### src/contra_pkg.sv
// Shared types and memory map for the game glue logic.
// Imported by the bus interface, the decoder and every bus target.
`default_nettype none

package contra_pkg;

    localparam int ADDR_W = 16;
    localparam int DATA_W = 8;

    typedef logic [ADDR_W-1:0] addr_t;
    typedef logic [DATA_W-1:0] data_t;

    // Destination of one main CPU access
    typedef enum logic [2:0] {
        tgt_none,
        tgt_gfx1,
        tgt_gfx2,
        tgt_pal,
        tgt_snd_latch,
        tgt_vctrl
    } target_e;

    // Region bases, matched on the bits above each region's width
    localparam addr_t GFX1_BASE = 16'h2000;
    localparam addr_t GFX2_BASE = 16'h4000;
    localparam addr_t PAL_BASE  = 16'h0C00;

    // Single-address registers
    localparam addr_t SND_LATCH_ADDR = 16'h0800;
    localparam addr_t VBANK_ADDR     = 16'h0700;
    localparam addr_t PRIO_ADDR      = 16'h0701;

    // Open bus value
    localparam data_t UNMAPPED_DATA = 8'hFF;

endpackage

`default_nettype wire

### src/cpu_bus_if.sv
// One main CPU access, from the bus decoder out to the RAMs and registers.
// The decoder drives it all; read data comes back on separate ports.
`timescale 1ns/10ps
`default_nettype none

interface cpu_bus_if;
    import contra_pkg::*;

    addr_t addr;
    data_t wdata;
    logic  we;

    // One strobe per target, high for the single access cycle
    logic  gfx1_sel;
    logic  gfx2_sel;
    logic  pal_sel;
    logic  snd_sel;
    logic  vctrl_sel;

    modport master (
        output addr, wdata, we,
        output gfx1_sel, gfx2_sel, pal_sel, snd_sel, vctrl_sel
    );

    modport target (
        input addr, wdata, we,
        input gfx1_sel, gfx2_sel, pal_sel, snd_sel, vctrl_sel
    );

endinterface

`default_nettype wire

### src/sound_latch.sv
// Command byte from the main CPU to the sound CPU.
// A write raises snd_irq until the sound side answers with snd_ack.
`timescale 1ns/10ps
`default_nettype none

module sound_latch (
    input  logic              clk,
    input  logic              reset,
    cpu_bus_if.target         bus,
    input  logic              snd_ack,
    output contra_pkg::data_t snd_latch,
    output logic              snd_irq
);
    import contra_pkg::*;

    logic latch_wr;

    assign latch_wr = bus.snd_sel && bus.we;

    always_ff @(posedge clk) begin
        if (reset) begin
            snd_latch <= '0;
            snd_irq   <= 1'b0;
        end else if (latch_wr) begin
            // A new command keeps the request pending
            snd_latch <= bus.wdata;
            snd_irq   <= 1'b1;
        end else if (snd_irq && snd_ack) begin
            snd_irq   <= 1'b0;
        end
    end

    irq_falls_after_ack: assert property (
        @(posedge clk) disable iff (reset)
        $fell(snd_irq) |-> $past(snd_ack)
    );

endmodule

`default_nettype wire

### src/flat_wrapper.sv
// flat-port wrapper written by rule: the top's interface ports become plain ports
module sound_latch_flat import contra_pkg::*;
  (clk, reset, snd_ack, snd_latch, snd_irq, bus_addr, bus_wdata, bus_we, bus_gfx1_sel, bus_gfx2_sel, bus_pal_sel, bus_snd_sel, bus_vctrl_sel);
  cpu_bus_if bus_i ();
  input  logic clk;
  input  logic reset;
  input  logic snd_ack;
  output contra_pkg::data_t snd_latch;
  output logic snd_irq;
  input wire logic [$bits(bus_i.addr)-1:0] bus_addr;
  input wire logic [$bits(bus_i.wdata)-1:0] bus_wdata;
  input wire logic [$bits(bus_i.we)-1:0] bus_we;
  input wire logic [$bits(bus_i.gfx1_sel)-1:0] bus_gfx1_sel;
  input wire logic [$bits(bus_i.gfx2_sel)-1:0] bus_gfx2_sel;
  input wire logic [$bits(bus_i.pal_sel)-1:0] bus_pal_sel;
  input wire logic [$bits(bus_i.snd_sel)-1:0] bus_snd_sel;
  input wire logic [$bits(bus_i.vctrl_sel)-1:0] bus_vctrl_sel;
  assign bus_i.addr = bus_addr;
  assign bus_i.wdata = bus_wdata;
  assign bus_i.we = bus_we;
  assign bus_i.gfx1_sel = bus_gfx1_sel;
  assign bus_i.gfx2_sel = bus_gfx2_sel;
  assign bus_i.pal_sel = bus_pal_sel;
  assign bus_i.snd_sel = bus_snd_sel;
  assign bus_i.vctrl_sel = bus_vctrl_sel;
  sound_latch u_core (.clk(clk), .reset(reset), .bus(bus_i), .snd_ack(snd_ack), .snd_latch(snd_latch), .snd_irq(snd_irq));
endmodule
### config.mk
export PLATFORM = sky130hd
export DESIGN_NAME = sound_latch_flat
export DESIGN_NICKNAME = d
export VERILOG_FILES = /design/src/contra_pkg.sv /design/src/cpu_bus_if.sv /design/src/sound_latch.sv /design/src/flat_wrapper.sv
export SDC_FILE = /design/constraint.sdc
export NUM_CORES = 1
export LEC_CHECK = 0
export ABC_CLOCK_PERIOD_IN_PS = 1000
export BUFFER_PORTS_ARGS = -buffer_cell sky130_fd_sc_hd__buf_2
export CORE_AREA = 2 2 39 41
export DETAILED_ROUTE_END_ITERATION = 10
export DIE_AREA = 0 0 41 43
export HOLD_SLACK_MARGIN = 0.06
export PLACE_DENSITY = 0.68
export SLEW_MARGIN = 15
export SYNTH_ARGS = -nofsm -noshare
export SYNTH_HDL_FRONTEND = slang
export SYNTH_SLANG_ARGS = --single-unit
### constraint.sdc
create_clock -name clk -period 1 [get_ports clk]
set_clock_uncertainty 0.05 [all_clocks]
set_input_delay 0 -clock clk [delete_from_list [all_inputs] [get_ports clk]]
set_output_delay 0 -clock clk [all_outputs]
set_load 0.01 [all_outputs]
# [Yosys cells after proc, flatten, opt, wreduce, memory -nomap -nowiden]
# Cells that the tools add are included.
[classes] addsub=0 mul=0 n_div=0 order_cmp=0 n_eq_ne=0 shifts=0 muxes=2 n_bitwise=0 reduce_logical=3
[op_table] operator="$logic_and A1 B1 Y1" n=2
[op_table] operator="$mux W1" n=2
[op_table] operator="$reduce_bool A2 Y1" n=1
[totals] ff_bits=9 latchBits=0 mem_bits_rw=0 mem_bits_ro=0 input_bits=33 out_inout_bits=9 wordCells=7 n_memories=0

# [Logic depth before layout (Yosys ltp)]
[logic_depth] ltp_word=3 depth_mapped=4 ltp_nobuf=2

# [Worst setup path after synthesis]
# OpenSTA, ideal clock, no wires.
[synth_path] kind="reg2reg" from="register u_core.snd_latch[0] (netlist name)" to="register u_core.snd_latch[0]" setup_time_ns=0.070 arrival_ns=0.681 t_required_ns=0.880 setup_slack_ns=0.199 stages_incl_launch_ff=3 path_buffers=0 period_less_slack_ns=0.801 cell_sequence="dfxtp_1 a21bo_2 a21oi_1"
[synth_rtl] item="end signal, assigned" line_no="sound_latch.sv:26" rtl="snd_latch <= bus.wdata;"
[synth_rtl] item="end, declared" line_no="sound_latch.sv:11" rtl="output contra_pkg::data_t snd_latch,"

==> key figures <==
Run status
  – Status: complete, no violations

Floorplanning
  – Die X: 41 um
  – Row cnt: 14
  – Die area: 1763 um^2
  – I/O pin total: 42
  – Core Area: 1384 um^2
  – Chip height: 43 um
  – Initial core utilization: 29.20%

Pwr
  – Clock network fraction of design power: 34.1%
  – P_leak: 0.2795 nW
  – Net Sw Frac: 22.59%
  – Internal: 0.6044 mW
  – Worst IR Drop VDD: 0.0006128 V
  – Reg power frac: 48.9%
  – Comb power frac: 17.1%
  – Psw: 0.1764 mW
  – Cell area power density: 1279 nW/um^2

Timing
  – Max-slew violation count: 0
  – Final hold violations: 0
  – RSZ-0062 raised after global routing: false
  – Final setup margin: 0.2149 ns
  – FMAX: 1.274 GHz
  – Setup violations, final: 0
  – Setup TNS: 0 ns
  – Worst slew pin tran: 0.2931 ns
  – Max-slew headroom: 80.46%
  – Fin crit share: 78.51%
  – Crit path time final: 0.7851 ns

Yosys
  – Synth Area in Simple Gates: 12.38%
  – Complex-gate fraction of the synthesized area: 31.89%
  – Synth Instances: 41
  – Post-synth top area share: 44.58%
  – Largest family of logic cells by synthesized area: compound AO/OA/AOI/OAI gates
  – Netlist cell types: 11
  – Synth Area in Adders: 0%
  – Synth Area in XOR/XNOR: 0%
  – #FFs+latches synth: 9
  – Multiplexer share of the synthesized area: 0%
  – Sequential fraction of the synthesis area: 44.58%
  – Mapped cell area: 404.1 um^2
  – Synth area leaders: dfxtp_1, a21bo_2, a21oi_1
  – Syn_nets: 74
  – Yosys Warn Count: 0
  – Syn avg cell area: 9.857 um^2
  – Synth area leader: dfxtp_1

Placement
  – Routability Congestion: 0.5446
  – Place WS: 0.2132 ns
  – IO Port Bufs: 21

Clocking
  – H-tree depth: 1
  – Clock sink total: 9
  – Reg clk slew, reported paths: 0.06 ns
  – CTS tree: built
  – Root Buffer Master: clkbuf_4
  – Maximum clock insertion buffer count: 2
  – Num CTS Buffers: 3
  – Post CTS Setup Buffer Count: 0
  – Clock Latency Late Sink: 0.25 ns

GRT
  – First-pass GRT wire length: 1138 um
  – Overall Global Routing Usage: 10.08%
  – Pin count of the biggest net entering global routing: 18
  – Vias in the first global route: 278
  – Initial antenna violation count: 0
  – Gr ovfl total: 0

Finish
  – Layout cells sized above 1: 45.07%
  – Fin nets: 105
  – Inserted Diodes: 0
  – Synth-to-Final Area Change: 51.08%

Worst setup path
  – Setup crit start: u_core.snd_latch[7]
  – CP Launch Type: register
  – CP endpoint kind: register
  – Worst EP required: 1.13 ns
  – CP Max Fanout: 2
  – CP arrival: 0.91 ns
  – Reg2reg start: u_core.snd_latch[7]
  – Crit Path Class: register to register

Drt
  – Remaining antenna violation count: 0
  – Vias: 378
  – DR pass1 iterations: 2
  – DRT iter0 DRCs: 7
  – Wire length per cell: 9.736 um
  – Routed WL: 847 um
  – Drc violations: 0
  – Vias per cell: 4.345

Hold path
  – Worst min path class: input port to register
  – Hold path startpoint: bus_we

Run
  – Max Cap Viol: 0
cells in the final DEF, fill, tap and decap left out:
master         count
a21bo_2            7
dfxtp_1            9
nand2_1            1
nand2b_1           1
a21oi_1            8
clkbuf_4           3
nand3_1            8
dlygate4sd3_1     10
buf_2             21
clkbuf_1           1
a21oi_2            1
a21bo_1            1
Yosys cell counts:
cell type and count:
dfxtp_1 9, a21oi_2 1, buf_6 3, a21bo_1 1, buf_1 1, nand2_1 1, a21bo_2 7, a21oi_1 8
buf_4 1, nand3_1 8, nand2b_1 1
per-layer routing:
metal	track usage (%)	share of wire, %
met3	4.712	8.1
met5	0	0
met2	14.69	43
met1	10.42	48
met4	8.000	0.94
path summary, 6_finish.rpt:
kind	depth (start not counted)	slack, ns	end
max	2	0.21	u_core.snd_latch[7]
min	3	0.09	u_core.snd_irq
max reg2reg	2	0.21	u_core.snd_latch[7]
min reg2reg	2	0.43	u_core.snd_irq
power by group through the flow:
stage          sequential, mW  clock, mW  combinational, mW
6_report                0.382      0.266              0.133
3_3_place_gp            0.389          0              0.103
2_1_floorplan           0.398          0             0.0660
5_1_grt                 0.383      0.299              0.147
4_1_cts                 0.382      0.280              0.135
3_5_place_dp            0.390          0              0.105
repair_timing:
item | in CTS | in global routing
hold buffers | 10 | 0
endpoints found under the hold margin | 9 | 0
resized for setup | 0 | 0
logic make-up (layout without fill, tap and decap cells):
| family | count (synthesis) | after routing |
|---|---|---|
| DFF | 9 | 9 |
| AOI/OAI and AO/OA | 17 | 17 |
| and+or+nand+nor | 10 | 10 |
| buffers and inverters | 5 | 35 |
state kept, by name (all words and copies together), names as in the netlist:
name and cells:
u_core.snd_irq 1, u_core.snd_latch 8
metrics by stage:
stage	hold slack (ns)	utilization [%]	cell area [um^2]	std cells	total power, mW
3_3_place_gp	0.2056	34.99	484.2	73	0.4914
6_report	0.09424	44.12	610.6	87	0.7808
5_1_grt	0.1028	44.12	610.6	87	0.8285
4_1_cts	0.08456	44.12	610.6	87	0.7960
2_1_floorplan	0.09746	-	404.1	41	0.4644
3_5_place_dp	0.2092	34.99	484.2	73	0.4945
area by class of cell:
| type | count | area [um^2] |
|---|---|---|
| tap | 16 | 20.02 |
| sequential | 9 | 180.2 |
| clock buffer | 4 | 26.28 |
| timing repair buffer | 31 | 205.2 |
| multi-input combinational | 27 | 178.9 |
| fill | 146 | 773.2 |
worst max-delay path, cell delays in order (launching register included):
cell,delay (ns)
dfxtp_1,0.32
a21bo_2,0.21
a21oi_1,0.13
No activity file was read; power rests on OpenSTA's default activity.
