## config.mk

```make
export PLATFORM = sky130hd
export DESIGN_NAME = cen_gen
export DESIGN_NICKNAME = d
export VERILOG_FILES = /design/src/cen_gen.sv
export SDC_FILE = /design/constraint.sdc
export NUM_CORES = 1
export LEC_CHECK = 0
export ABC_AREA = 1
export BUFFER_PORTS_ARGS = -buffer_cell sky130_fd_sc_hd__buf_4
export CAP_MARGIN = 0
export CORE_AREA = 2 2 39 41
export CTS_BUF_LIST = sky130_fd_sc_hd__clkbuf_16
export CTS_CLUSTER_SIZE = 28
export DETAILED_ROUTE_END_ITERATION = 8
export DIE_AREA = 0 0 41 43
export GPL_TIMING_DRIVEN = 0
export PLACE_DENSITY_LB_ADDON = 0.2
export SYNTH_ARGS = -nofsm -noshare
export SYNTH_HDL_FRONTEND = slang
export SYNTH_SLANG_ARGS = --single-unit
```

## constraint.sdc

```tcl
create_clock -name clk -period 1 [get_ports clk]
set_clock_uncertainty 0.1 [all_clocks]
set_input_delay 0.15 -clock clk [delete_from_list [all_inputs] [get_ports clk]]
set_output_delay 0.15 -clock clk [all_outputs]
set_load 0.01 [all_outputs]
```

## src/cen_gen.sv

```systemverilog
// Clock enables for the 12, 3 and 1.5 MHz domains, derived from 24 MHz.
// All pulses are one clk wide and aligned on the same counter.
`timescale 1ns/10ps
`default_nettype none

module cen_gen (
    input  logic clk,
    input  logic reset,
    output logic cen12,
    output logic cen3,
    output logic cen1p5
);

    logic [3:0] cnt;

    // Pulses fire as the counter wraps its low bits, so a slower
    // enable always lands on a faster one
    always_ff @(posedge clk) begin
        if (reset) begin
            cnt    <= 4'd0;
            cen12  <= 1'b0;
            cen3   <= 1'b0;
            cen1p5 <= 1'b0;
        end else begin
            cnt    <= cnt + 4'd1;
            cen12  <= cnt[0];
            cen3   <= &cnt[2:0];
            cen1p5 <= &cnt;
        end
    end

    // CPU slot must sit on a 12 MHz edge
    cen3_on_cen12: assert property (
        @(posedge clk) disable iff (reset)
        cen3 |-> cen12
    );

endmodule

`default_nettype wire

```

=== Word level (Yosys, flattened, before mapping) ===
Index checks and enable logic that the tools add are counted.

* Word-level logic and storage cells: 7
* Input port bits: 2
* Output and inout port bits: 3
* Flip-flop bits (word level): 7

* Reduce and logical (&&, ||, !) cells: 2
* Add/sub/neg operators: 1

{| class="wikitable"
|+ Operators with widths
! kind !! number
|-
| $add 4x1->4 const B || 1
|-
| $reduce_and 4->1 || 1
|-
| $reduce_and 3->1 || 1
|}

=== Depth between registers and ports, before layout ===
Gate-level depths: netlist (run 1).

* Depth after elaboration: 1
* Depth in mapped cells: 4
* Depth with buffers taken out: 4

=== Worst setup path before layout (run 1) ===
No wires, ideal clock.

* Path type: reg2reg
* From: register cnt[0]
* To: register cnt[2]
* Path buffers: 0
* Period minus slack after synthesis: 1.070 ns
* Slack: -0.070 ns
* Library setup time: 0.109 ns
* Data required time: 0.791 ns
* Arrival time: 0.861 ns
* Cell stages (with the launch flop): 5
* Path through: dfxtp_1 > ha_1 > ha_1 > inv_1 > nor2_1

* Word-level cells in the longest chain between the ends: 1

{| class="wikitable"
|+ Ends and longest elaborated chain
! element !! line !! text
|-
| start, declared || 14 || <nowiki>logic [3:0] cnt;</nowiki>
|-
| start signal, assigned || 25 || <nowiki>cnt <= cnt + 4'd1;</nowiki>
|-
| $add 4x1->4 || 25 ||
|}

Every way passes these cells.
A chain may end at the register's enable or synchronous reset.

=== Worst setup path after layout (run 1) ===
Same ends and word-level chain as after synthesis.

==> results of run 1 <==
==> cell type report <==
cell class	instances	area [um2]
Clock buffer	3	75.1
Multi-Input combinational cell	14	103
Timing Repair Buffer	7	52.6
Fill cell	148	963
Sequential cell	7	148
Clock inverter	1	3.75
Tap cell	16	20.0
Inverter	5	18.8
==> critical path: cells and delay by family, from the launching register on <==
family | cells | cell delay, ns
buffers and inverters | 1 | 0.04
and+or+nand+nor | 1 | 0.02
adders and majority gates | 2 | 0.40
DFF | 1 | 0.34
==> through the flow <==
| step | worst slack [ns] | total power [W] |
|---|---|---|
| detailed placement | -0.0129 | 0.000354 |
| CTS | -0.0112 | 0.00104 |
| global placement | 0.00119 | 0.000350 |
| finish | -0.00537 | 0.00103 |
| global route | -0.0391 | 0.00107 |
| floorplan | 0.0218 | 0.000335 |
==> cell families (layout without fill, tap and decap cells) <==
family        count (synthesis)  in the layout
fa+ha+maj                     2              2
flops                         7              7
simple gates                 12             12
buf+inv                       5             16
==> registers in the layout, indices dropped and copies added (netlist names) <==
signal  flops
cnt         4
cen12       1
cen1p5      1
cen3        1
==> synthesized netlist by cell type, drive strengths merged <==
library cell  n  share of area (%)
nand4         1                2.6
nand2         2                3.2
nor2          7                 12
dfxtp         7                 59
nand3         2                4.2
inv           5                7.9
ha            2                 11
==> metal layers <==
layer	vias to the layer above	global-route usage (%)	wire, um
met4	0	2.00	0
li1	100	-	-
met5	-	0	0
met2	6	8.44	180
met3	0	9.42	51
met1	75	6.82	169
==> where the power goes <==
group	internal [W]	total, W	switching, W
logic	0.0000327	0.0000569	0.0000242
clock network	0.000519	0.000665	0.000146
registers	0.000294	0.000305	0.0000115
==> placed cells by master (no fill, tap or decap) <==
cell type and instances:
inv_2 1, nand3_1 2, clkbuf_16 3, nand4_1 1, dfxtp_1 5, nor2_1 6
nor2_2 1, nand2_1 2, inv_1 5, buf_4 7, dfxtp_4 2, ha_4 2
==> what timing repair did <==
| item | 4_1_cts | 5_1_grt |
|---|---|---|
| setup endpoints to repair | 1 | 1 |
| endpoints found under the hold margin | 0 | 0 |
| pin swaps | 0 | 2 |
| resized for setup | 2 | 1 |
| buffers inserted | 1 | 2 |
==> final timing paths <==
check                                       start                end  slack (ns)  depth (start not counted)
worst max-delay path            cnt[0]$_SDFF_PP0_  cnt[2]$_SDFF_PP0_      -0.005                          4
worst min-delay path                        reset  cnt[0]$_SDFF_PP0_        0.03                          2
worst max register to register  cnt[0]$_SDFF_PP0_  cnt[2]$_SDFF_PP0_      -0.005                          4
worst min register to register  cnt[3]$_SDFF_PP0_  cen1p5$_SDFF_PP0_        0.37                          2
==> impl_metrics.yaml, run 1 <==
worst_setup_path:
  required_ns: 1.02
  cpMostUsedCell: "ha_4"
  cp-end-kind: "flip-flop"
  worstSetupPathType: "reg2reg"
  arrival_ns: 1.03
  worstPathMaxFanout: 2
  cp_slowest_cell: "dfxtp_4"
  cp_cell_sequence: "ha_4, ha_4, inv_2, nor2_1"
  cpPeakStageDelay_ns: 0.34
  cp-start-kind: "flip-flop"
route:
  drtPass1Iterations: 1
  routedWlPerCell_um: 7.55
  vias: 181
  ant_nets: 0
  via_per_inst: 3.42
  first_iter_violations: 0
  drcViolationCount: 0
  wirelength_um: 400
clocking:
  numCtsBuffers: 3
  ctsHoldBuffers: 0
  clkLatencyLatePin_ns: 0.23
  h-tree-depth: 1
  clock-sinks: 7
  clockBufferDepth: 2
  clk_pin_slew_ns: 0.04
  root_buffer: "clkbuf_16"
  cts_tree: "done"
global_routing:
  grt_pass1_wl_um: 703
  grt_pass1_vias: 164
  grt_max_degree: 8
  grt.total_usage_pct: 6.95
  antenna_found_initial: 0
  overflow: 0
place:
  gp_congestion: 0.673
  numPortBuffers: 4
  place_hpwl_um: 275
  place_area_um2: 314
  dp.cells: 46
run_status:
  outcome: "complete, but fails checks"
  failed_checks: "setup timing"
floorplanning:
  rows: 14
  dieWidth_um: 41
  die_y_um: 43
  fp.dieArea_um2: 1760
  ios: 5
  initial_core_util_pct: 17.1
  core_region_area_um2: 1380
logic_synthesis:
  synth_top_family_by_area: "simple AND/OR/NAND/NOR gates"
  ys_seq_elements: 7
  synth_compound_area_share_pct: 0
  syn_inst: 26
  ys_types: 8
  syn_area_um2: 236
  synth_simple_gate_area_share_pct: 22.2
  synth_warnings: 0
  synth_area_per_cell_um2: 9.10
  synth_xor_area_share_pct: 0
  yosysSeqAreaShare_pct: 59.3
  synthAdderAreaFrac_pct: 10.6
  syn-num-nets: 30
  synthMuxAreaShare_pct: 0
cells_and_area:
  drive_above_1_share_pct: 43.2
  fin_cells: 53
  final_nets: 42
  area_delta_synth_final_pct: 77.8
  design_area_um2: 420
  num_antenna_cells: 0
  final_util_pct: 30.4
timing:
  fin_tns_setup_ns: -0.00537
  fin_crit_ns: 1.01
  worst_pin_slew_ns: 0.174
  setup_viol: 1
  max_slew_margin_pct: 88.4
  fmax_mhz: 995
  hold_viol: 0
  maxSlewViolCount: 0
  setup_slack_ns: -0.00537
  timing.final.crit_share_pct: 101
  grt_setup_unrepaired: "yes"
  fin_hold_ws_ns: 0.0279
pwr:
  ir_drop_mv: 1.22
  p_leak_nw: 0.187
  p_per_area_nw_per_um2: 2440
flow_run:
  drv_cap: 0
worst_hold_path:
  worstHoldPathType: "in2reg"
(Power assumes the default switching activity.)
==> inputs of run 2 (changes only) <==
BUFFER_PORTS_ARGS = -buffer_cell sky130_fd_sc_hd__buf_2   (was -buffer_cell sky130_fd_sc_hd__buf_4)
MAX_ROUTING_LAYER = met4   (was unset)
==> run 2 against run 1 <==
Effect of this change: the flow still finishes with violations (setup timing); register-to-register slack about the same; highest routed layer is now met4; non-clock buffer count decreased by 2; power about the same; largest power group unchanged; clock-buffer cell count unchanged.
==> impl_metrics.yaml, run 2 (synthesized netlist as in run 1, its figures left out) <==
route:
  drtPass1Iterations: 1
  ant_nets: 0
  vias: 181
  drcViolationCount: 0
  via_per_inst: 3.55
  routedWlPerCell_um: 9.20
  wirelength_um: 469
  first_iter_violations: 0
cells_and_area:
  layout_commonest_cell: "nor2_1"
  num_antenna_cells: 0
  final_nets: 40
  design_area_um2: 393
  largest_register_ffs: 4
  area_delta_synth_final_pct: 66.1
  fin_cells: 51
  regMostFlops: "cnt"
  layout_common_cells: "nor2_1, inv_1, dfxtp_1, buf_2, clkbuf_16"
  drive_above_1_share_pct: 40.0
global_routing:
  grt_max_degree: 8
  grt_pass1_vias: 178
  grt_pass1_wl_um: 731
  overflow: 0
  grt.total_usage_pct: 8.35
  antenna_found_initial: 0
floorplanning:
  dieWidth_um: 41
  die_y_um: 43
  fp.dieArea_um2: 1760
  initial_core_util_pct: 17.1
  core_region_area_um2: 1380
  rows: 14
  ios: 5
worst_setup_path:
  r2r_slack_ns: -0.01
  cp_top_family: "adder cells"
  cpPeakStageDelay_ns: 0.34
  cpMostUsedCell: "ha_4"
  required_ns: 1.07
  worstSetupPathType: "reg2reg"
  r2r-start: "cnt[0]$_SDFF_PP0_"
  cp-start-kind: "flip-flop"
  cp_slowest_cell: "dfxtp_4"
  reg2regPathDepth: 4
  cp_cell_sequence: "ha_4, ha_4, inv_2, nor2_1"
  arrival_ns: 1.08
  critPathBufInv: 1
  reg2reg_to: "cnt[2]$_SDFF_PP0_"
  cp-end-kind: "flip-flop"
  worstPathMaxFanout: 2
run_status:
  failed_checks: "setup timing"
  outcome: "complete, but fails checks"
pwr:
  intPower_w: 0.000837
  p_per_area_nw_per_um2: 2610
  swShare_pct: 18.5
  p_leak_nw: 0.175
  ir_drop_mv: 0.941
  p_seq_share_pct: 29.9
  clkPwrFrac_pct: 65.8
  p_comb_share_pct: 4.3
  p_switching_w: 0.000190
clocking:
  ctsHoldBuffers: 0
  root_buffer: "clkbuf_16"
  numCtsBuffers: 3
  clkLatencyLatePin_ns: 0.23
  clk_pin_slew_ns: 0.04
  h-tree-depth: 1
  clock-sinks: 7
  clockBufferDepth: 2
  cts_tree: "done"
flow_run:
  drv_cap: 0
worst_hold_path:
  min-delay-start: "reset"
  hold_depth: 2
  worstHoldPathType: "in2reg"
  min_to: "cnt[0]$_SDFF_PP0_"
timing:
  grt_setup_unrepaired: "yes"
  maxSlewViolCount: 0
  max_slew_margin_pct: 86.8
  hold_viol: 0
  worst_pin_slew_ns: 0.197
  setup_slack_ns: -0.0106
  fin_crit_ns: 1.01
  fmax_mhz: 990
  timing.final.crit_share_pct: 101
  setup_viol: 1
place:
  numPortBuffers: 4
  gp_congestion: 0.686
  place_area_um2: 304
  dp.cells: 46
==> run 2: power by group through the flow <==
stage	sequential, W	combinational (W)	clock (W)
after detailed placement	0.000315	0.0000354	0
after global placement	0.000314	0.0000330	0
final	0.000307	0.0000439	0.000676
after CTS	0.000308	0.0000465	0.000688
after global routing	0.000309	0.0000510	0.000707
after floorplan	0.000314	0.0000213	0
==> run 2: what timing repair did <==
item | in CTS | in global routing
setup buffers | 1 | 0
pin swaps | 0 | 0
endpoints found under the hold margin | 0 | 0
gates resized for setup | 2 | 0
setup endpoints to repair | 1 | 1
==> run 2: routing by layer <==
metal / part of all wire, % / track usage [%] / wire length (um)
met3: 9.6 / 6.28 / 45
met5: 0 / - / 0
met1: 37 / 5.50 / 174
met4: 6.8 / 14.0 / 32
met2: 46 / 9.69 / 215
==> run 2: metrics by stage <==
step	hold slack (ns)	TNS [ns]	util, %	setup WS, ns	power (W)
2_1_floorplan	0.109	0	-	0.0218	0.000335
3_3_place_gp	0.318	0	22.0	0.000377	0.000347
3_5_place_dp	0.320	-0.0122	22.0	-0.0122	0.000350
4_1_cts	0.0772	-0.0263	28.4	-0.0263	0.00104
5_1_grt	0.0910	-0.0439	28.4	-0.0439	0.00107
6_report	0.0734	-0.0106	28.4	-0.0106	0.00103
==> run 2: worst max path at each step <==
stage	depth (start not counted)	start	to	slack, ns
after CTS	4	cnt[0]$_SDFF_PP0_	cnt[2]$_SDFF_PP0_	-0.03
after global placement	4	cnt[0]$_SDFF_PP0_	cnt[2]$_SDFF_PP0_	0.0004
final	4	cnt[0]$_SDFF_PP0_	cnt[2]$_SDFF_PP0_	-0.01
after detailed placement	4	cnt[0]$_SDFF_PP0_	cnt[2]$_SDFF_PP0_	-0.01
after floorplan	4	cnt[0]$_SDFF_PP0_	cnt[2]$_SDFF_PP0_	0.02
after global routing	4	cnt[0]$_SDFF_PP0_	cnt[2]$_SDFF_PP0_	-0.04
==> run 2: cell type report <==
class                      count  area (um2)
clock buffer                   3        75.1
clock inverter                 1        3.75
fill                         154         991
inverter                       5        18.8
multi-input combinational     14         103
sequential                     7         145
tap                           16        20.0
timing repair buffer           5        27.5
