File: src/contra_pkg.sv
// Shared types and memory map for the game glue logic.
// Imported by the bus interface, the decoder and every bus target.
`default_nettype none

package contra_pkg;

    localparam int ADDR_W = 16;
    localparam int DATA_W = 8;

    typedef logic [ADDR_W-1:0] addr_t;
    typedef logic [DATA_W-1:0] data_t;

    // Destination of one main CPU access
    typedef enum logic [2:0] {
        tgt_none,
        tgt_gfx1,
        tgt_gfx2,
        tgt_pal,
        tgt_snd_latch,
        tgt_vctrl
    } target_e;

    // Region bases, matched on the bits above each region's width
    localparam addr_t GFX1_BASE = 16'h2000;
    localparam addr_t GFX2_BASE = 16'h4000;
    localparam addr_t PAL_BASE  = 16'h0C00;

    // Single-address registers
    localparam addr_t SND_LATCH_ADDR = 16'h0800;
    localparam addr_t VBANK_ADDR     = 16'h0700;
    localparam addr_t PRIO_ADDR      = 16'h0701;

    // Open bus value
    localparam data_t UNMAPPED_DATA = 8'hFF;

endpackage

`default_nettype wire

File: src/cpu_bus_if.sv
// One main CPU access, from the bus decoder out to the RAMs and registers.
// The decoder drives it all; read data comes back on separate ports.
`timescale 1ns/10ps
`default_nettype none

interface cpu_bus_if;
    import contra_pkg::*;

    addr_t addr;
    data_t wdata;
    logic  we;

    // One strobe per target, high for the single access cycle
    logic  gfx1_sel;
    logic  gfx2_sel;
    logic  pal_sel;
    logic  snd_sel;
    logic  vctrl_sel;

    modport master (
        output addr, wdata, we,
        output gfx1_sel, gfx2_sel, pal_sel, snd_sel, vctrl_sel
    );

    modport target (
        input addr, wdata, we,
        input gfx1_sel, gfx2_sel, pal_sel, snd_sel, vctrl_sel
    );

endinterface

`default_nettype wire

File: src/main_bus_decoder.sv
// Main CPU port with a four-phase req/ack handshake.
// Each request waits for the next CPU bus slot, strobes one target and
// returns its read data, or the open bus value outside the map.
`timescale 1ns/10ps
`default_nettype none

module main_bus_decoder #(
    parameter int GFX_AW = 11,
    parameter int PAL_AW = 8
) (
    input  logic              clk,
    input  logic              reset,
    input  logic              cpu_cen,
    input  logic              req,
    input  logic              rnw,
    input  contra_pkg::addr_t addr,
    input  contra_pkg::data_t wdata,
    output logic              ack,
    output contra_pkg::data_t rdata,
    cpu_bus_if.master         bus,
    input  contra_pkg::data_t gfx1_rd,
    input  contra_pkg::data_t gfx2_rd,
    input  contra_pkg::data_t pal_rd,
    input  contra_pkg::data_t vctrl_rd
);
    import contra_pkg::*;

    typedef enum logic [2:0] {
        st_idle,
        st_wait_slot,
        st_access,
        st_capture,
        st_done
    } state_e;

    state_e  state;
    target_e target;
    addr_t   addr_q;
    data_t   wdata_q;
    logic    rnw_q;

    function automatic target_e classify(input addr_t a);
        target_e t;
        t = tgt_none;
        if ((a >> GFX_AW) == (GFX1_BASE >> GFX_AW))
            t = tgt_gfx1;
        else if ((a >> GFX_AW) == (GFX2_BASE >> GFX_AW))
            t = tgt_gfx2;
        else if ((a >> PAL_AW) == (PAL_BASE >> PAL_AW))
            t = tgt_pal;
        else if (a == SND_LATCH_ADDR)
            t = tgt_snd_latch;
        else if (a == VBANK_ADDR || a == PRIO_ADDR)
            t = tgt_vctrl;
        return t;
    endfunction

    always_ff @(posedge clk) begin
        if (reset) begin
            state <= st_idle;
            ack   <= 1'b0;
        end else begin
            case (state)
                st_idle: begin
                    if (req)
                        state <= st_wait_slot;
                end
                st_wait_slot: begin
                    if (cpu_cen)
                        state <= st_access;
                end
                st_access: begin
                    state <= st_capture;
                end
                st_capture: begin
                    state <= st_done;
                    ack   <= 1'b1;
                end
                st_done: begin
                    // ack and data hold while req stays high
                    if (!req) begin
                        state <= st_idle;
                        ack   <= 1'b0;
                    end
                end
                default: state <= st_idle;
            endcase
        end
    end

    // Request fields held for the whole transaction
    always_ff @(posedge clk) begin
        if (state == st_idle && req) begin
            addr_q  <= addr;
            wdata_q <= wdata;
            rnw_q   <= rnw;
            target  <= classify(addr);
        end
        if (state == st_capture) begin
            case (target)
                tgt_gfx1:  rdata <= gfx1_rd;
                tgt_gfx2:  rdata <= gfx2_rd;
                tgt_pal:   rdata <= pal_rd;
                tgt_vctrl: rdata <= vctrl_rd;
                // Sound latch is write-only
                default:   rdata <= UNMAPPED_DATA;
            endcase
        end
    end

    assign bus.addr  = addr_q;
    assign bus.wdata = wdata_q;
    assign bus.we    = ~rnw_q;

    assign bus.gfx1_sel  = (state == st_access) && (target == tgt_gfx1);
    assign bus.gfx2_sel  = (state == st_access) && (target == tgt_gfx2);
    assign bus.pal_sel   = (state == st_access) && (target == tgt_pal);
    assign bus.snd_sel   = (state == st_access) && (target == tgt_snd_latch);
    assign bus.vctrl_sel = (state == st_access) && (target == tgt_vctrl);

    sel_onehot: assert property (
        @(posedge clk) disable iff (reset)
        $onehot0({bus.gfx1_sel, bus.gfx2_sel, bus.pal_sel, bus.snd_sel, bus.vctrl_sel})
    );

    ack_needs_req: assert property (
        @(posedge clk) disable iff (reset)
        $rose(ack) |-> req
    );

endmodule

`default_nettype wire

File: src/flat_wrapper.sv
// flat-port wrapper written by rule: the top's interface ports become plain ports
module main_bus_decoder_flat import contra_pkg::*;
#(
    parameter int GFX_AW = 11,
    parameter int PAL_AW = 8
)
  (clk, reset, cpu_cen, req, rnw, addr, wdata, ack, rdata, gfx1_rd, gfx2_rd, pal_rd, vctrl_rd, bus_addr, bus_wdata, bus_we, bus_gfx1_sel, bus_gfx2_sel, bus_pal_sel, bus_snd_sel, bus_vctrl_sel);
  cpu_bus_if bus_i ();
  input  logic clk;
  input  logic reset;
  input  logic cpu_cen;
  input  logic req;
  input  logic rnw;
  input  contra_pkg::addr_t addr;
  input  contra_pkg::data_t wdata;
  output logic ack;
  output contra_pkg::data_t rdata;
  input  contra_pkg::data_t gfx1_rd;
  input  contra_pkg::data_t gfx2_rd;
  input  contra_pkg::data_t pal_rd;
  input  contra_pkg::data_t vctrl_rd;
  output wire logic [$bits(bus_i.addr)-1:0] bus_addr;
  output wire logic [$bits(bus_i.wdata)-1:0] bus_wdata;
  output wire logic [$bits(bus_i.we)-1:0] bus_we;
  output wire logic [$bits(bus_i.gfx1_sel)-1:0] bus_gfx1_sel;
  output wire logic [$bits(bus_i.gfx2_sel)-1:0] bus_gfx2_sel;
  output wire logic [$bits(bus_i.pal_sel)-1:0] bus_pal_sel;
  output wire logic [$bits(bus_i.snd_sel)-1:0] bus_snd_sel;
  output wire logic [$bits(bus_i.vctrl_sel)-1:0] bus_vctrl_sel;
  assign bus_addr = bus_i.addr;
  assign bus_wdata = bus_i.wdata;
  assign bus_we = bus_i.we;
  assign bus_gfx1_sel = bus_i.gfx1_sel;
  assign bus_gfx2_sel = bus_i.gfx2_sel;
  assign bus_pal_sel = bus_i.pal_sel;
  assign bus_snd_sel = bus_i.snd_sel;
  assign bus_vctrl_sel = bus_i.vctrl_sel;
  main_bus_decoder #(.GFX_AW(GFX_AW), .PAL_AW(PAL_AW)) u_core (.clk(clk), .reset(reset), .cpu_cen(cpu_cen), .req(req), .rnw(rnw), .addr(addr), .wdata(wdata), .ack(ack), .rdata(rdata), .bus(bus_i), .gfx1_rd(gfx1_rd), .gfx2_rd(gfx2_rd), .pal_rd(pal_rd), .vctrl_rd(vctrl_rd));
endmodule
File: config.mk
export PLATFORM = sky130hd
export DESIGN_NAME = main_bus_decoder_flat
export DESIGN_NICKNAME = d
export VERILOG_FILES = /design/src/contra_pkg.sv /design/src/cpu_bus_if.sv /design/src/main_bus_decoder.sv /design/src/flat_wrapper.sv
export SDC_FILE = /design/constraint.sdc
export NUM_CORES = 1
export LEC_CHECK = 0
export CORE_MARGIN = 5
export CORE_UTILIZATION = 55
export CTS_BUF_LIST = sky130_fd_sc_hd__clkbuf_8 sky130_fd_sc_hd__clkbuf_16
export DETAILED_ROUTE_END_ITERATION = 16
export DONT_BUFFER_PORTS = 1
export GPL_TIMING_DRIVEN = 0
export HOLD_SLACK_MARGIN = 0.03
export PLACE_DENSITY = 0.75
export SYNTH_ARGS = -nofsm -noshare
export SYNTH_HDL_FRONTEND = slang
export SYNTH_SLANG_ARGS = --single-unit
export TNS_END_PERCENT = 10
File: constraint.sdc
create_clock -name clk -period 1.44 [get_ports clk]
set_input_delay 0.144 -clock clk [delete_from_list [all_inputs] [get_ports clk]]
set_output_delay 0.144 -clock clk [all_outputs]
set_load 0.01 [all_outputs]
# == After elaboration in Yosys (flattened, before gate mapping) ==
# Cells that the tools add are included.
# op_classes
n_eq_ne,18
muxes,11
bitwise,1
n_reduce_logical,12
# ops
op,n
16-bit by 11-bit == test with 1-bit output (second input constant),2
8-bit case mux with 4 select lines,1
16-bit by 12-bit == test with 1-bit output (second input constant),1
3-bit two-way mux,5
3-bit case mux with 5 select lines,1
3-bit by 2-bit == test with 1-bit output (second input constant),4
3-bit == test (second input constant),3
8-bit by 4-bit == test with 1-bit output (second input constant),1
3-bit by 1-bit == test with 1-bit output (second input constant),2
1-bit logical AND,6
2-bit != test (second input constant),3
5-bit by 3-bit == test with 1-bit output (second input constant),1
5-bit by 4-bit == test with 1-bit output (second input constant),1
2-bit two-way mux,2
3-bit logical NOT,1
3-bit AND reduction,1
3-bit OR reduction,1
1-bit case mux with 2 select lines,1
2-bit AND reduction,1
2-bit nonzero test,1
1-bit logical OR,1
1-bit two-way mux,1
1-bit inverter,1
# totals
ff_bits,40
in_bits,61
out_inout_bits,39
word_cells,50

# == Longest topological paths before layout ==
# logic_depth
ltp_word,6
depth_mapped,5
mapped_depth_nobuf,4

# == Least setup slack after synthesis ==
# OpenSTA, ideal clock, no wires.
# synth_timing
path_type,register to register
from,register u_core.state[0]
to,"register u_core.addr_q[0] (netlist: u_core.bus.addr[0]), enable pin"
setup_time_ns,0.368
arrival_time_ns,1.015
required_ns,1.072
slack_ns,0.057
stages_incl_launch_ff,4
path_buffers,1
synth_period_minus_slack_ns,1.383
cell_sequence,dfxtp_1 > buf_6 > nor2_1 > and3_2
# synth_via
elab_chain_cells,2
# synth_rtl
item,line_no,source
start: declaration,main_bus_decoder.sv:36,state_e state;
start signal: assignment,main_bus_decoder.sv:60,state <= st_idle;
start signal: assignment,main_bus_decoder.sv:66,state <= st_wait_slot;
start signal: assignment,main_bus_decoder.sv:70,state <= st_access;
3-bit logical NOT,main_bus_decoder.sv:93,if (state == st_idle && req) begin
1-bit logical AND,main_bus_decoder.sv:93,
end signal: assignment,main_bus_decoder.sv:94,addr_q <= addr;
end: declaration,main_bus_decoder.sv:38,addr_t addr_q;
# Every way passes these cells.
# A chain may end at the register's enable or synchronous reset.

# == Worst setup path in the final report ==
# layout_timing
from,register u_core.target[2]
to,output port bus_gfx2_sel
# layout_via
elab_chain_cells,2
# layout_rtl
item,line_no,source
start: declaration,main_bus_decoder.sv:37,target_e target;
start signal: assignment,main_bus_decoder.sv:97,target <= classify(addr);
3-bit by 2-bit == test with 1-bit output,main_bus_decoder.sv:116,assign bus.gfx2_sel = (state == st_access) && (target == tgt_gfx2);
1-bit logical AND,main_bus_decoder.sv:116,
end: declaration,flat_wrapper.sv:26,output wire logic [$bits(bus_i.gfx2_sel)-1:0] bus_gfx2_sel;
# Every way passes these cells.

==> out/metrics.cfg <==
[outcome]
status=finished with violations
failed_checks=negative setup slack

[sta]
drv_slew=0
setup_viol=2
finalHoldViolCount=0
relSlewSlack=0.694
tightest_slew_ns=0.455
rsz0062_at_grt=true
fin_ws_ns=-0.00888
timing.hold.ws_ns=0.0579
fmaxAchievable_mhz=690
fin_crit_sh=1.01
clock_skew_ns=0.00791
period_minus_slack_ns=1.45

[synth]
yosys.area_share.simple=0.131
netlist_area_um2=1690
synthesis.nets=186
synth_top_family_by_area=simple AND/OR/NAND/NOR gates
synth_compound_area_frac=0.0873
syn_area_per_cell_um2=13.5
yosysWarningCount=0
synth_edf_count=36
yosys_most_used_dff=edfxtp_1
synthAdderAreaFrac=0
synth_seq_cells=40
synth_cell_types=32
synthMuxAreaShare=0.0600
ys_seq_area_frac=0.687
synth_xor_area_frac=0
synthArstFlopShare=0
synth_cells=125

[clock_tree]
cts_sinks=40
clock_path_buffers=2
cts_buffers=5
htreeDepth=2
cts_tree=done
clk_latency_ns=0.30
clkTransAtPathRegs_ns=0.08
cts_root_buffer=clkbuf_8

[worst_setup_path]
worstPathMaxFanout=8
worstPathRequired_ns=1.30
critPathCaptureType=output port
crit_type=reg -> out
worstPathArrival_ns=1.30
critPathLaunchType=flop

[layout]
layout_commonest_cell=edfxtp_1
nFillCells=182
nets=227
mostFrequentLayoutCells=edfxtp_1, dlygate4sd3_1, mux2_2
stdcell_area_um2=2310
drive_above_1_share=0.323
n_antenna_cell=0
areaGrowthSynthToFinish_pct=36.9
utilization=0.771
final_cells=200

[route]
ant_nets=0
first_pass_iters=4
vias=1232
drc=0
vias_per_cell=6.16
drt_wl_total_um=4510
first_iter_violations=102
wl_per_cell_um=22.6

[floorplan]
die_y_um=65.4
coreArea_um2=3000
pin_count=100
row_count=20
initial_core_util=0.563
die-width_um=65.4
dieArea_um2=4280

[grt]
grt_pass1_wl_um=6450
grt_max_degree=29
grt_pass1_vias=1245
overflow=0
antenna_found_initial=0
grtUsageTotal=0.214

[pwr]
vdd_drop_max_mv=0.790
pwr-share-clk=0.352
switchingPower_uw=643
p_per_area_nw_per_um2=1160
pwr-share-seq=0.528
p_sw_frac=0.239
leakagePower_uw=0.000791
combinationalPowerShare=0.119
internal_power_uw=2050

[placed_design]
place_congestion=0.726
place_hpwl_um=2680
place_area_um2=1730
placed_cells=158
portBuffers=0

[run]
maxCapViolations=0

[hold_path]
hold_class=in -> reg

kinds of logic (layout without fill, tap and decap cells):
family,count (synthesis),count (layout)
and+or+nand+nor,42,42
DFF,40,40
AOI/OAI and AO/OA,25,25
muxes,9,9
buffers and inverters,9,51
worst max-delay path, stage by stage, from the launching register on:
cell and delay, ns:
edfxtp_1 0.40, buf_6 0.16, nor2_4 0.12, nand2_1 0.09, nor3_4 0.23
routing by layer:
layer  share of wire  GRT usage  wire length [um]  up-vias
met5               0          0                 0        -
met4           0.010     0.0777                45        0
met3           0.084     0.0940               378        6
met2            0.59      0.416              2680       80
met1            0.31      0.189              1410      588
li1                -          -                 -      558
power groups by stage:
stage | Combinational (uW) | Sequential (uW) | Clock, uW
6_report | 321 | 1420 | 948
5_1_grt | 345 | 1430 | 1030
4_1_cts | 267 | 1420 | 940
3_5_place_dp | 184 | 1440 | 0
3_3_place_gp | 176 | 1440 | 0
2_1_floorplan | 153 | 1430 | 0
cells in the mapped netlist (all sizes together) (2+ instances only):
library cell / number / share of area
a21oi: 10 / 0.030
dfxtp: 4 / 0.047
inv: 3 / 0.0067
nor2: 14 / 0.031
nand2: 5 / 0.011
and3: 3 / 0.013
nor4: 5 / 0.019
mux2: 9 / 0.060
o21ai: 2 / 0.0059
nand2b: 3 / 0.013
buf: 5 / 0.026
o22ai: 8 / 0.030
edfxtp: 36 / 0.64
nor3: 4 / 0.012
state kept, by name, summed over array words and instances (netlist names):
register          flops
u_core.rnw_q          1
u_core.bus.addr      16
u_core.target         3
u_core.ack            1
u_core.bus.wdata      8
u_core.state          3
u_core.rdata          8
final cells by class:
| type | instances | area [um2] | area share |
|---|---|---|---|
| clock inverters | 3 | 46.3 | 0.0200 |
| flip-flops and latches | 40 | 1160 | 0.503 |
| well taps | 33 | 41.3 | 0.0178 |
| clock buffers | 5 | 68.8 | 0.0297 |
| multi-input cells | 76 | 594 | 0.257 |
| repair buffers | 36 | 344 | 0.149 |
| inverters | 3 | 11.3 | 0.00486 |
| plain buffers | 4 | 45.0 | 0.0195 |
what timing repair did:
action,4_1_cts,5_1_grt
pin swaps,1,4
setup endpoints to repair,33,41
endpoints found under the hold margin,29,0
hold buffers,28,0
setup buffers,1,6
cloned,0,1
gates resized for setup,11,30
metrics by stage:
step,worst slack [ns],total power [uW],TNS [ns]
after floorplan,0.0571,1580,0
after CTS,-0.0777,2620,-0.138
after global placement,-0.0572,1620,-1.58
final,-0.00888,2690,-0.0150
after global routing,-0.0935,2800,-1.47
after detailed placement,-0.103,1630,-2.89
final timing paths:
check / startpoint / endpoint / slack, ns / depth (start not counted)
setup / recovery: u_core.target[2]$_SDFFCE_PP0P_ / bus_gfx2_sel / -0.009 / 4
hold / removal: gfx2_rd[5] / u_core.rdata[5]$_DFFE_PP_ / 0.06 / 2
hold reg to reg: u_core.state[2]$_SDFFE_PP0P_ / u_core.state[1]$_SDFFE_PP0P_ / 0.46 / 1
setup reg to reg: u_core.target[1]$_SDFFCE_PP0P_ / u_core.rdata[4]$_DFFE_PP_ / 0 / 4
Note: power is estimated with default switching activity, not from simulation.
